--- src/stage_database.mem ---
// One 12-bit hex word per line: 38 classifier parameters (2 trees x 19),
// then the stage threshold, parent link and next link.
3a1
0c7
5f2
e18
244
9b3
71d
0e5
c6a
38f
a02
4d9
f36
15c
87b
2e0
b94
6c1
d3e
057
9a8
e6f
312
c0d
4b6
7f9
1a3
8e4
d51
26a
f0c
5b7
a38
09e
6d5
b20
47b
e93
1f4
3ff
001

--- src/source/haar_stage_pkg.sv ---
package haar_stage_pkg;

	// Database geometry of one stage.
	localparam int WORD_WIDTH                = 12;
	localparam int INDEX_WIDTH               = 12;
	localparam int NUM_CLASSIFIERS           = 2;
	localparam int NUM_PARAMS_PER_CLASSIFIER = 19;
	localparam int NUM_HEADER_WORDS          = 3;
	localparam int NUM_PARAM_WORDS           = NUM_CLASSIFIERS * NUM_PARAMS_PER_CLASSIFIER;
	localparam int NUM_DATABASE_WORDS        = NUM_PARAM_WORDS + NUM_HEADER_WORDS;
	localparam int ADDR_WIDTH                = 6;

	localparam DATABASE_FILE = "/design/src/stage_database.mem";

	// Header slots, in database order after the parameters.
	localparam logic [1:0] SLOT_THRESHOLD = 2'd0;
	localparam logic [1:0] SLOT_PARENT    = 2'd1;
	localparam logic [1:0] SLOT_NEXT      = 2'd2;

	// One streamed classifier parameter.
	typedef struct packed {
		logic [WORD_WIDTH-1:0]  data;
		logic [INDEX_WIDTH-1:0] index_tree;
		logic [INDEX_WIDTH-1:0] index_param;
		logic [INDEX_WIDTH-1:0] index_database;
		logic                   last_param;
		logic                   last_tree;
	} param_beat_t;

	// Single-cycle write of one header word.
	typedef struct packed {
		logic                  valid;
		logic [1:0]            slot;
		logic [WORD_WIDTH-1:0] data;
	} header_write_t;

	typedef struct packed {
		logic [WORD_WIDTH-1:0] threshold;
		logic [WORD_WIDTH-1:0] parent;
		logic [WORD_WIDTH-1:0] next;
	} stage_header_t;

endpackage

--- src/source/stage_rom.sv ---
`timescale 1ns/1ps

module stage_rom
	import haar_stage_pkg::*;
(
	input  logic                  clk_fpga,
	input  logic                  i_rom_en,
	input  logic [ADDR_WIDTH-1:0] i_rom_addr,
	output logic [WORD_WIDTH-1:0] o_rom_data
);

	logic [WORD_WIDTH-1:0] rom_mem [NUM_DATABASE_WORDS];

	// Classifier parameters first, then threshold, parent and next.
	initial
	begin
		$readmemh(DATABASE_FILE, rom_mem);
	end

	// Read data holds between enabled cycles.
	always_ff @(posedge clk_fpga)
	begin
		if (i_rom_en)
		begin
			o_rom_data <= rom_mem[i_rom_addr];
		end
	end

endmodule

--- src/source/stage_param_streamer.sv ---
`timescale 1ns/1ps

module stage_param_streamer
	import haar_stage_pkg::*;
(
	input  logic                  clk_fpga,
	input  logic                  reset_logic,
	input  logic                  i_start,
	input  logic [WORD_WIDTH-1:0] i_rom_data,
	input  logic                  i_param_ready,
	input  logic                  i_header_complete,
	output logic                  o_rom_en,
	output logic [ADDR_WIDTH-1:0] o_rom_addr,
	output param_beat_t           o_param,
	output logic                  o_param_valid,
	output header_write_t         o_header_wr,
	output logic                  o_busy
);

	// Travels alongside each read until its word returns.
	typedef struct packed {
		logic                   is_header;
		logic [1:0]             slot;
		logic [INDEX_WIDTH-1:0] index_tree;
		logic [INDEX_WIDTH-1:0] index_param;
		logic [INDEX_WIDTH-1:0] index_database;
		logic                   last_param;
		logic                   last_tree;
	} read_tag_t;

	logic                   busy_q;
	logic                   busy_end;
	logic                   start_accept;
	logic                   rd_active;
	logic [ADDR_WIDTH-1:0]  rd_addr;
	logic                   rd_is_param;
	logic                   rd_last;
	logic [INDEX_WIDTH-1:0] tree_cnt;
	logic [INDEX_WIDTH-1:0] param_cnt;
	logic                   end_classifier;
	logic                   end_tree;
	logic                   tag_valid;
	read_tag_t              tag;
	param_beat_t            push_beat;
	param_beat_t            buf_mem [2];
	logic                   buf_wr_ptr;
	logic                   buf_rd_ptr;
	logic [1:0]             buf_count;
	logic [1:0]             buf_occupancy;
	logic                   push;
	logic                   pop;
	logic                   room;
	header_write_t          hdr_ret;
	header_write_t          hdr_pend;
	logic                   hdr_hold;

	assign busy_end     = busy_q && i_header_complete && (buf_count == 2'd0);
	assign o_busy       = busy_q && !busy_end;
	assign start_accept = i_start && !o_busy;

	assign rd_is_param    = rd_addr < ADDR_WIDTH'(NUM_PARAM_WORDS);
	assign rd_last        = rd_addr == ADDR_WIDTH'(NUM_DATABASE_WORDS - 1);
	assign end_classifier = param_cnt == INDEX_WIDTH'(NUM_PARAMS_PER_CLASSIFIER - 1);
	assign end_tree       = end_classifier && (tree_cnt == INDEX_WIDTH'(NUM_CLASSIFIERS - 1));

	// Words held after this edge, counting the one coming back from memory.
	assign push          = tag_valid && !tag.is_header;
	assign pop           = o_param_valid && i_param_ready;
	assign buf_occupancy = buf_count + {1'b0, push} - {1'b0, pop};
	assign room          = buf_occupancy < 2'd2;

	// Header reads need no buffer space.
	assign o_rom_en   = rd_active && (!rd_is_param || room);
	assign o_rom_addr = rd_addr;

	always_ff @(posedge clk_fpga)
	begin
		if (reset_logic)
		begin
			busy_q    <= 1'b0;
			rd_active <= 1'b0;
			rd_addr   <= '0;
			tree_cnt  <= '0;
			param_cnt <= '0;
		end
		else if (start_accept)
		begin
			busy_q    <= 1'b1;
			rd_active <= 1'b1;
			rd_addr   <= '0;
			tree_cnt  <= '0;
			param_cnt <= '0;
		end
		else
		begin
			if (busy_end)
			begin
				busy_q <= 1'b0;
			end
			if (o_rom_en)
			begin
				rd_active <= !rd_last;
				rd_addr   <= rd_addr + 1'b1;
				if (rd_is_param)
				begin
					if (end_classifier)
					begin
						param_cnt <= '0;
						tree_cnt  <= end_tree ? '0 : tree_cnt + 1'b1;
					end
					else
					begin
						param_cnt <= param_cnt + 1'b1;
					end
				end
			end
		end
	end

	always_ff @(posedge clk_fpga)
	begin
		if (reset_logic)
		begin
			tag_valid <= 1'b0;
		end
		else
		begin
			tag_valid <= o_rom_en;
		end
	end

	always_ff @(posedge clk_fpga)
	begin
		if (o_rom_en)
		begin
			tag.is_header      <= !rd_is_param;
			tag.slot           <= 2'(rd_addr - ADDR_WIDTH'(NUM_PARAM_WORDS));
			tag.index_tree     <= tree_cnt;
			tag.index_param    <= param_cnt;
			tag.index_database <= INDEX_WIDTH'(rd_addr);
			tag.last_param     <= end_classifier;
			tag.last_tree      <= end_tree;
		end
	end

	always_comb
	begin
		push_beat.data           = i_rom_data;
		push_beat.index_tree     = tag.index_tree;
		push_beat.index_param    = tag.index_param;
		push_beat.index_database = tag.index_database;
		push_beat.last_param     = tag.last_param;
		push_beat.last_tree      = tag.last_tree;
	end

	always_ff @(posedge clk_fpga)
	begin
		if (push)
		begin
			buf_mem[buf_wr_ptr] <= push_beat;
		end
	end

	always_ff @(posedge clk_fpga)
	begin
		if (reset_logic)
		begin
			buf_wr_ptr <= 1'b0;
			buf_rd_ptr <= 1'b0;
			buf_count  <= 2'd0;
		end
		else
		begin
			if (push)
			begin
				buf_wr_ptr <= !buf_wr_ptr;
			end
			if (pop)
			begin
				buf_rd_ptr <= !buf_rd_ptr;
			end
			buf_count <= buf_count + {1'b0, push} - {1'b0, pop};
		end
	end

	assign o_param       = buf_mem[buf_rd_ptr];
	assign o_param_valid = buf_count != 2'd0;

	always_comb
	begin
		hdr_ret.valid = tag_valid && tag.is_header;
		hdr_ret.slot  = tag.slot;
		hdr_ret.data  = i_rom_data;
	end

	// The last header word waits for the stream to drain, so the stage
	// completes only once every beat has left.
	assign hdr_hold = hdr_ret.valid && (hdr_ret.slot == SLOT_NEXT) && (buf_count != 2'd0);

	always_ff @(posedge clk_fpga)
	begin
		if (reset_logic)
		begin
			hdr_pend <= '0;
		end
		else if (hdr_hold)
		begin
			hdr_pend <= hdr_ret;
		end
		else if (hdr_pend.valid && (buf_count == 2'd0))
		begin
			hdr_pend.valid <= 1'b0;
		end
	end

	always_comb
	begin
		if (hdr_pend.valid)
		begin
			o_header_wr       = hdr_pend;
			o_header_wr.valid = buf_count == 2'd0;
		end
		else
		begin
			o_header_wr       = hdr_ret;
			o_header_wr.valid = hdr_ret.valid && !hdr_hold;
		end
	end

endmodule

--- src/source/stage_header_regs.sv ---
`timescale 1ns/1ps

module stage_header_regs
	import haar_stage_pkg::*;
(
	input  logic          clk_fpga,
	input  logic          reset_logic,
	input  logic          i_start,
	input  header_write_t i_header_wr,
	output stage_header_t o_header,
	output logic          o_header_complete
);

	logic [NUM_HEADER_WORDS-1:0] slot_mask;

	always_ff @(posedge clk_fpga)
	begin
		if (reset_logic)
		begin
			o_header  <= '0;
			slot_mask <= '0;
		end
		else
		begin
			// A start while a stage is still loading is ignored upstream.
			if (i_start && o_header_complete)
			begin
				slot_mask <= '0;
			end
			if (i_header_wr.valid)
			begin
				case (i_header_wr.slot)
					SLOT_THRESHOLD:
					begin
						o_header.threshold <= i_header_wr.data;
						slot_mask[0]       <= 1'b1;
					end
					SLOT_PARENT:
					begin
						o_header.parent <= i_header_wr.data;
						slot_mask[1]    <= 1'b1;
					end
					SLOT_NEXT:
					begin
						o_header.next <= i_header_wr.data;
						slot_mask[2]  <= 1'b1;
					end
					default:
					begin
					end
				endcase
			end
		end
	end

	assign o_header_complete = &slot_mask;

endmodule

--- src/source/haar_stage_fetch_top.sv ---
`timescale 1ns/1ps

module haar_stage_fetch_top
	import haar_stage_pkg::*;
(
	input  logic          clk_fpga,
	input  logic          reset_logic,
	input  logic          i_start,
	input  logic          i_param_ready,
	output param_beat_t   o_param,
	output logic          o_param_valid,
	output stage_header_t o_header,
	output logic          o_stage_done,
	output logic          o_busy
);

	logic                  rom_en;
	logic [ADDR_WIDTH-1:0] rom_addr;
	logic [WORD_WIDTH-1:0] rom_data;
	header_write_t         header_wr;

	stage_rom u_stage_rom (
		.clk_fpga   (clk_fpga),
		.i_rom_en   (rom_en),
		.i_rom_addr (rom_addr),
		.o_rom_data (rom_data)
	);

	stage_param_streamer u_stage_param_streamer (
		.clk_fpga          (clk_fpga),
		.reset_logic       (reset_logic),
		.i_start           (i_start),
		.i_rom_data        (rom_data),
		.i_param_ready     (i_param_ready),
		.i_header_complete (o_stage_done),
		.o_rom_en          (rom_en),
		.o_rom_addr        (rom_addr),
		.o_param           (o_param),
		.o_param_valid     (o_param_valid),
		.o_header_wr       (header_wr),
		.o_busy            (o_busy)
	);

	// Header completion doubles as the stage done flag.
	stage_header_regs u_stage_header_regs (
		.clk_fpga          (clk_fpga),
		.reset_logic       (reset_logic),
		.i_start           (i_start),
		.i_header_wr       (header_wr),
		.o_header          (o_header),
		.o_header_complete (o_stage_done)
	);

endmodule

--- config.mk ---
export PLATFORM = sky130hd
export DESIGN_NAME = haar_stage_fetch_top
export DESIGN_NICKNAME = d
export VERILOG_FILES = /design/src/source/haar_stage_pkg.sv /design/src/source/stage_rom.sv /design/src/source/stage_param_streamer.sv /design/src/source/stage_header_regs.sv /design/src/source/haar_stage_fetch_top.sv
export SDC_FILE = /design/constraint.sdc
export NUM_CORES = 1
export LEC_CHECK = 0
export ABC_CLOCK_PERIOD_IN_PS = 9140
export BUFFER_PORTS_ARGS = -buffer_cell sky130_fd_sc_hd__buf_2
export CORE_AREA = 10 10 128 130
export CTS_BUF_LIST = sky130_fd_sc_hd__clkbuf_4
export CTS_CLUSTER_DIAMETER = 60
export DETAILED_ROUTE_END_ITERATION = 7
export DIE_AREA = 0 0 138 140
export HOLD_SLACK_MARGIN = 0.02
export SLEW_MARGIN = 5
export SYNTH_ARGS = -nofsm -noshare
export SYNTH_HDL_FRONTEND = slang
export SYNTH_SLANG_ARGS = --single-unit
--- constraint.sdc ---
create_clock -name clk_fpga -period 9.14 [get_ports clk_fpga]
set_input_delay 1.371 -clock clk_fpga [delete_from_list [all_inputs] [get_ports clk_fpga]]
set_output_delay 1.371 -clock clk_fpga [all_outputs]
set_load 0.01 [all_outputs]
==> impl_metrics.toml <==
[cts]
numCtsBuffers = 17
cts_root_buf = "clkbuf_4"
htree_levels = 4
clk_pin_slew_ps = 120
postCtsSetupBuffers = 0
clockBufferDepth = 2
clock_latency_ps = 530
cts_num_sinks = 142
ctsResizeCount = 0
postCtsHoldBufs = 0
cts_tree = "yes"

[detailed_routing]
drt_iter0_markers = 220
routed-wl-met2_um = 4733
vias_per_cell = 5.056
wl_met1_um = 5243
post_drt_wl_per_cell_um = 15.05
met3_length_um = 447
highest_layer = "met4"
first_pass_iters = 4
ant_nets = 0
vias = 3595
drt-total-wl_um = 10700
route.detailed.drc = 0

[synthesis]
synth.most_common_cell = "edfxtp_1"
synth_edf_count = 98
syn_avg_cell_area_um2 = 12.97
yosysUniqueCellTypes = 56
yosysWarnings = 0
synth_area_mm2 = 0.006123
ys_seq_area_share_pct = 62.44
synthArstFlopShare_pct = 0
ys_seq_elements = 142
ys_top_cells_by_area = "edfxtp_1 (48%), dfxtp_1 (14%), buf_4 (6.6%)"
synth_top_cell_by_area = "edfxtp_1"
synth_common_cells = "edfxtp_1 (98), buf_4 (54), dfxtp_1 (44), mux2_2 (32), nand2_1 (32)"
synthFlopType = "edfxtp_1"
synthCells = 472
yosysTopAreaCellShare_pct = 48.06

[timing]
fin_skew_ps = 18.57
slew_viol_final = 0
fin_ws_ps = 5909
tns_ps = 0
relSlewSlack_pct = 17.87
hold_ws_ps = 446.0
max_freq_ghz = 0.3095
rsz0062_at_grt = "false"
setup_viol_count_final = 0
fin_crit_sh_pct = 35.35
tightest_slew_ps = 1230
final-hold-violation-count = 0
finalCriticalPeriod_ps = 3231

[min_path]
hold_depth = 0
worstHoldStart = "u_stage_param_streamer.push_beat[19]$_DFFE_PP_"
worstHoldEndpoint = "u_stage_param_streamer.buf_mem[0][13]$_DFFE_PP_"
hold_path.class = "reg -> reg"

[setup_path]
reg2reg_depth = 9
critPathBufInv = 2
critPathArrivalTime_ps = 3700
cp-end-kind = "flop"
cp_max_fo = 28
critPathTopFamily = "simple AND/OR/NAND/NOR gates"
reg2reg_slack_ps = 6080
reg2reg_to = "u_stage_param_streamer.param_cnt[8]$_SDFFE_PP0P_"
worstPathCellList = "buf_2 > and2_1 > ha_1 > inv_1 > ha_1 > xnor3_2 > o211ai_2 > or4_1 > a21oi_1"
crit_top_cell = "ha_1"
critPathMaxStageDelay_ps = 670
slowest_stage = "or4_1"
crit_required_ps = 9610
cp-start-kind = "input port"
r2r_start = "u_stage_param_streamer.buf_count[0]$_SDFF_PP0_"
criticalPathCategory = "in -> reg"

[global_route]
first_global_vias = 3635
antenna_found_initial = 1
grt.total_usage_pct = 11.27
grt_pass1_wl_um = 17990
grt-ovfl-total = 0
grt_max_degree = 35

[power]
sequentialPowerShare_pct = 51.1
total_leakage_power_nw = 2.289
p_comb_share_pct = 19.3
p_per_area_mw_per_mm2 = 230.7
p_sw_share_pct = 26.98
pwr-share-clk_pct = 29.5
switching_power_w = 0.0004136
ir_worst_vdd_uv = 96.89
internal_power_w = 0.001119

[floorplan]
die_w_um = 138
dieArea_mm2 = 0.01932
start_util_pct = 44.46
coreArea_mm2 = 0.01377
num_rows = 43
die_h_um = 140
ios = 93

[placement]
portBuffers = 38
placed_area_mm2 = 0.006309
pre_cts_ws_ps = 5358
dp.cells = 678
dp.final_hpwl_um = 7060
gp_congestion = 0.7870

[run_status]
status = "finished clean"

[cells_and_area]
fill_cells = 1232
multi_input_area_mm2 = 0.001964
drive_gt1_share_pct = 21.89
fin_cells = 711
fin_area_mm2 = 0.006644
area_growth_pct = 8.500
finalNetCount = 529
final-seq-area_mm2 = 0.003824

[flow_run]
maxCapViolCount = 0
## logic make-up (layout without fill, tap and decap cells)
| group | Yosys count | after routing | share of synthesized area [%] |
|---|---|---|---|
| buffers and inverters | 88 | 93 | 8.807 |
| flip-flops | 142 | 142 | 62.44 |
| other | 1 | 55 | 0.06124 |
| AO/OA/AOI/OAI | 62 | 62 | 7.070 |
| adder cells (fa/ha/maj) | 8 | 8 | 1.635 |
| multiplexers | 42 | 42 | 7.520 |
| AND/OR/NAND/NOR | 126 | 126 | 11.79 |
| XOR/XNOR | 3 | 3 | 0.6743 |
## cell usage in the layout, fill, tap and decap left out, types with 4 or more instances in the layout
cell type and count:
a21oi_1 20, and2_1 6, and3_1 4, buf_2 38, buf_4 5, bufinv_16 5, clkbuf_4 18, clkinv_1 4
conb_1 54, dfxtp_1 44, edfxtp_1 98, ha_1 8, inv_1 18, mux2_2 32, mux2i_1 10, nand2_1 32
nand2b_1 4, nand3_1 14, nand3b_1 5, nand4_1 6, nor2_1 8, nor3_1 10, nor4_1 4, o21ai_0 11
o31ai_1 8, or3_1 8, or4_1 8
## power groups by stage
stage,combinational [W],sequential [W],clock (W)
after floorplan,0.000236,0.000792,0
after global routing,0.000328,0.000791,0.000496
final,0.000296,0.000784,0.000453
after global placement,0.000295,0.000796,0
after CTS,0.000302,0.000785,0.000468
after detailed placement,0.000298,0.000799,0
## state kept, by name (all words and copies together), names as in the netlist, named ones only
name,count
u_stage_param_streamer.buf_mem,64
u_stage_param_streamer.push_beat,31
u_stage_param_streamer.param_cnt,12
u_stage_param_streamer.tree_cnt,12
u_stage_param_streamer.o_rom_addr,6
u_stage_header_regs.slot_mask,3
u_stage_param_streamer.hdr_pend,3
u_stage_param_streamer.buf_count,2
u_stage_param_streamer.hdr_ret,2
u_stage_param_streamer.buf_rd_ptr,1
u_stage_param_streamer.buf_wr_ptr,1
u_stage_param_streamer.busy_q,1
u_stage_param_streamer.rd_active,1
u_stage_param_streamer.tag,1
u_stage_param_streamer.tag_valid,1
## through the flow
| step | util, % | power (W) |
|---|---|---|
| finish | 48.24 | 0.001533 |
| global route | 48.24 | 0.001615 |
| CTS | 48.22 | 0.001555 |
| detailed placement | 45.80 | 0.001098 |
| global placement | 45.80 | 0.001091 |
| floorplan | - | 0.001028 |
## worst max-delay path by stage
stage                       start                                                to  slack, ps  cells after the start
finish              i_param_ready  u_stage_param_streamer.param_cnt[8]$_SDFFE_PP0P_       5910                      9
global route                 flop                                        o_param[0]       5790                      3
CTS                          flop                                       o_param[35]       5900                      3
detailed placement  i_param_ready  u_stage_param_streamer.param_cnt[8]$_SDFFE_PP0P_       5360                      9
global placement    i_param_ready  u_stage_param_streamer.param_cnt[8]$_SDFFE_PP0P_       5410                      9
floorplan           i_param_ready      u_stage_param_streamer.hdr_ret[12]$_DFFE_PP_       4670                      8
## routing by layer
layer  GRT usage, %  vias up
met4          5.882        0
met3          3.448       14
li1               -     1734
met2          17.07      103
met1          14.20     1744
met5              0        -
## area by class of cell
| class | count | area share [%] |
|---|---|---|
| flip-flops and latches | 142 | 57.55 |
| multi-input cells | 295 | 29.57 |
| repair buffers | 43 | 3.427 |
| well taps | 180 | 3.390 |
| clock inverters | 14 | 2.976 |
| clock buffers | 18 | 2.034 |
| inverters | 18 | 1.017 |
| diodes | 1 | 0.03766 |
(Power assumes the default switching activity.)
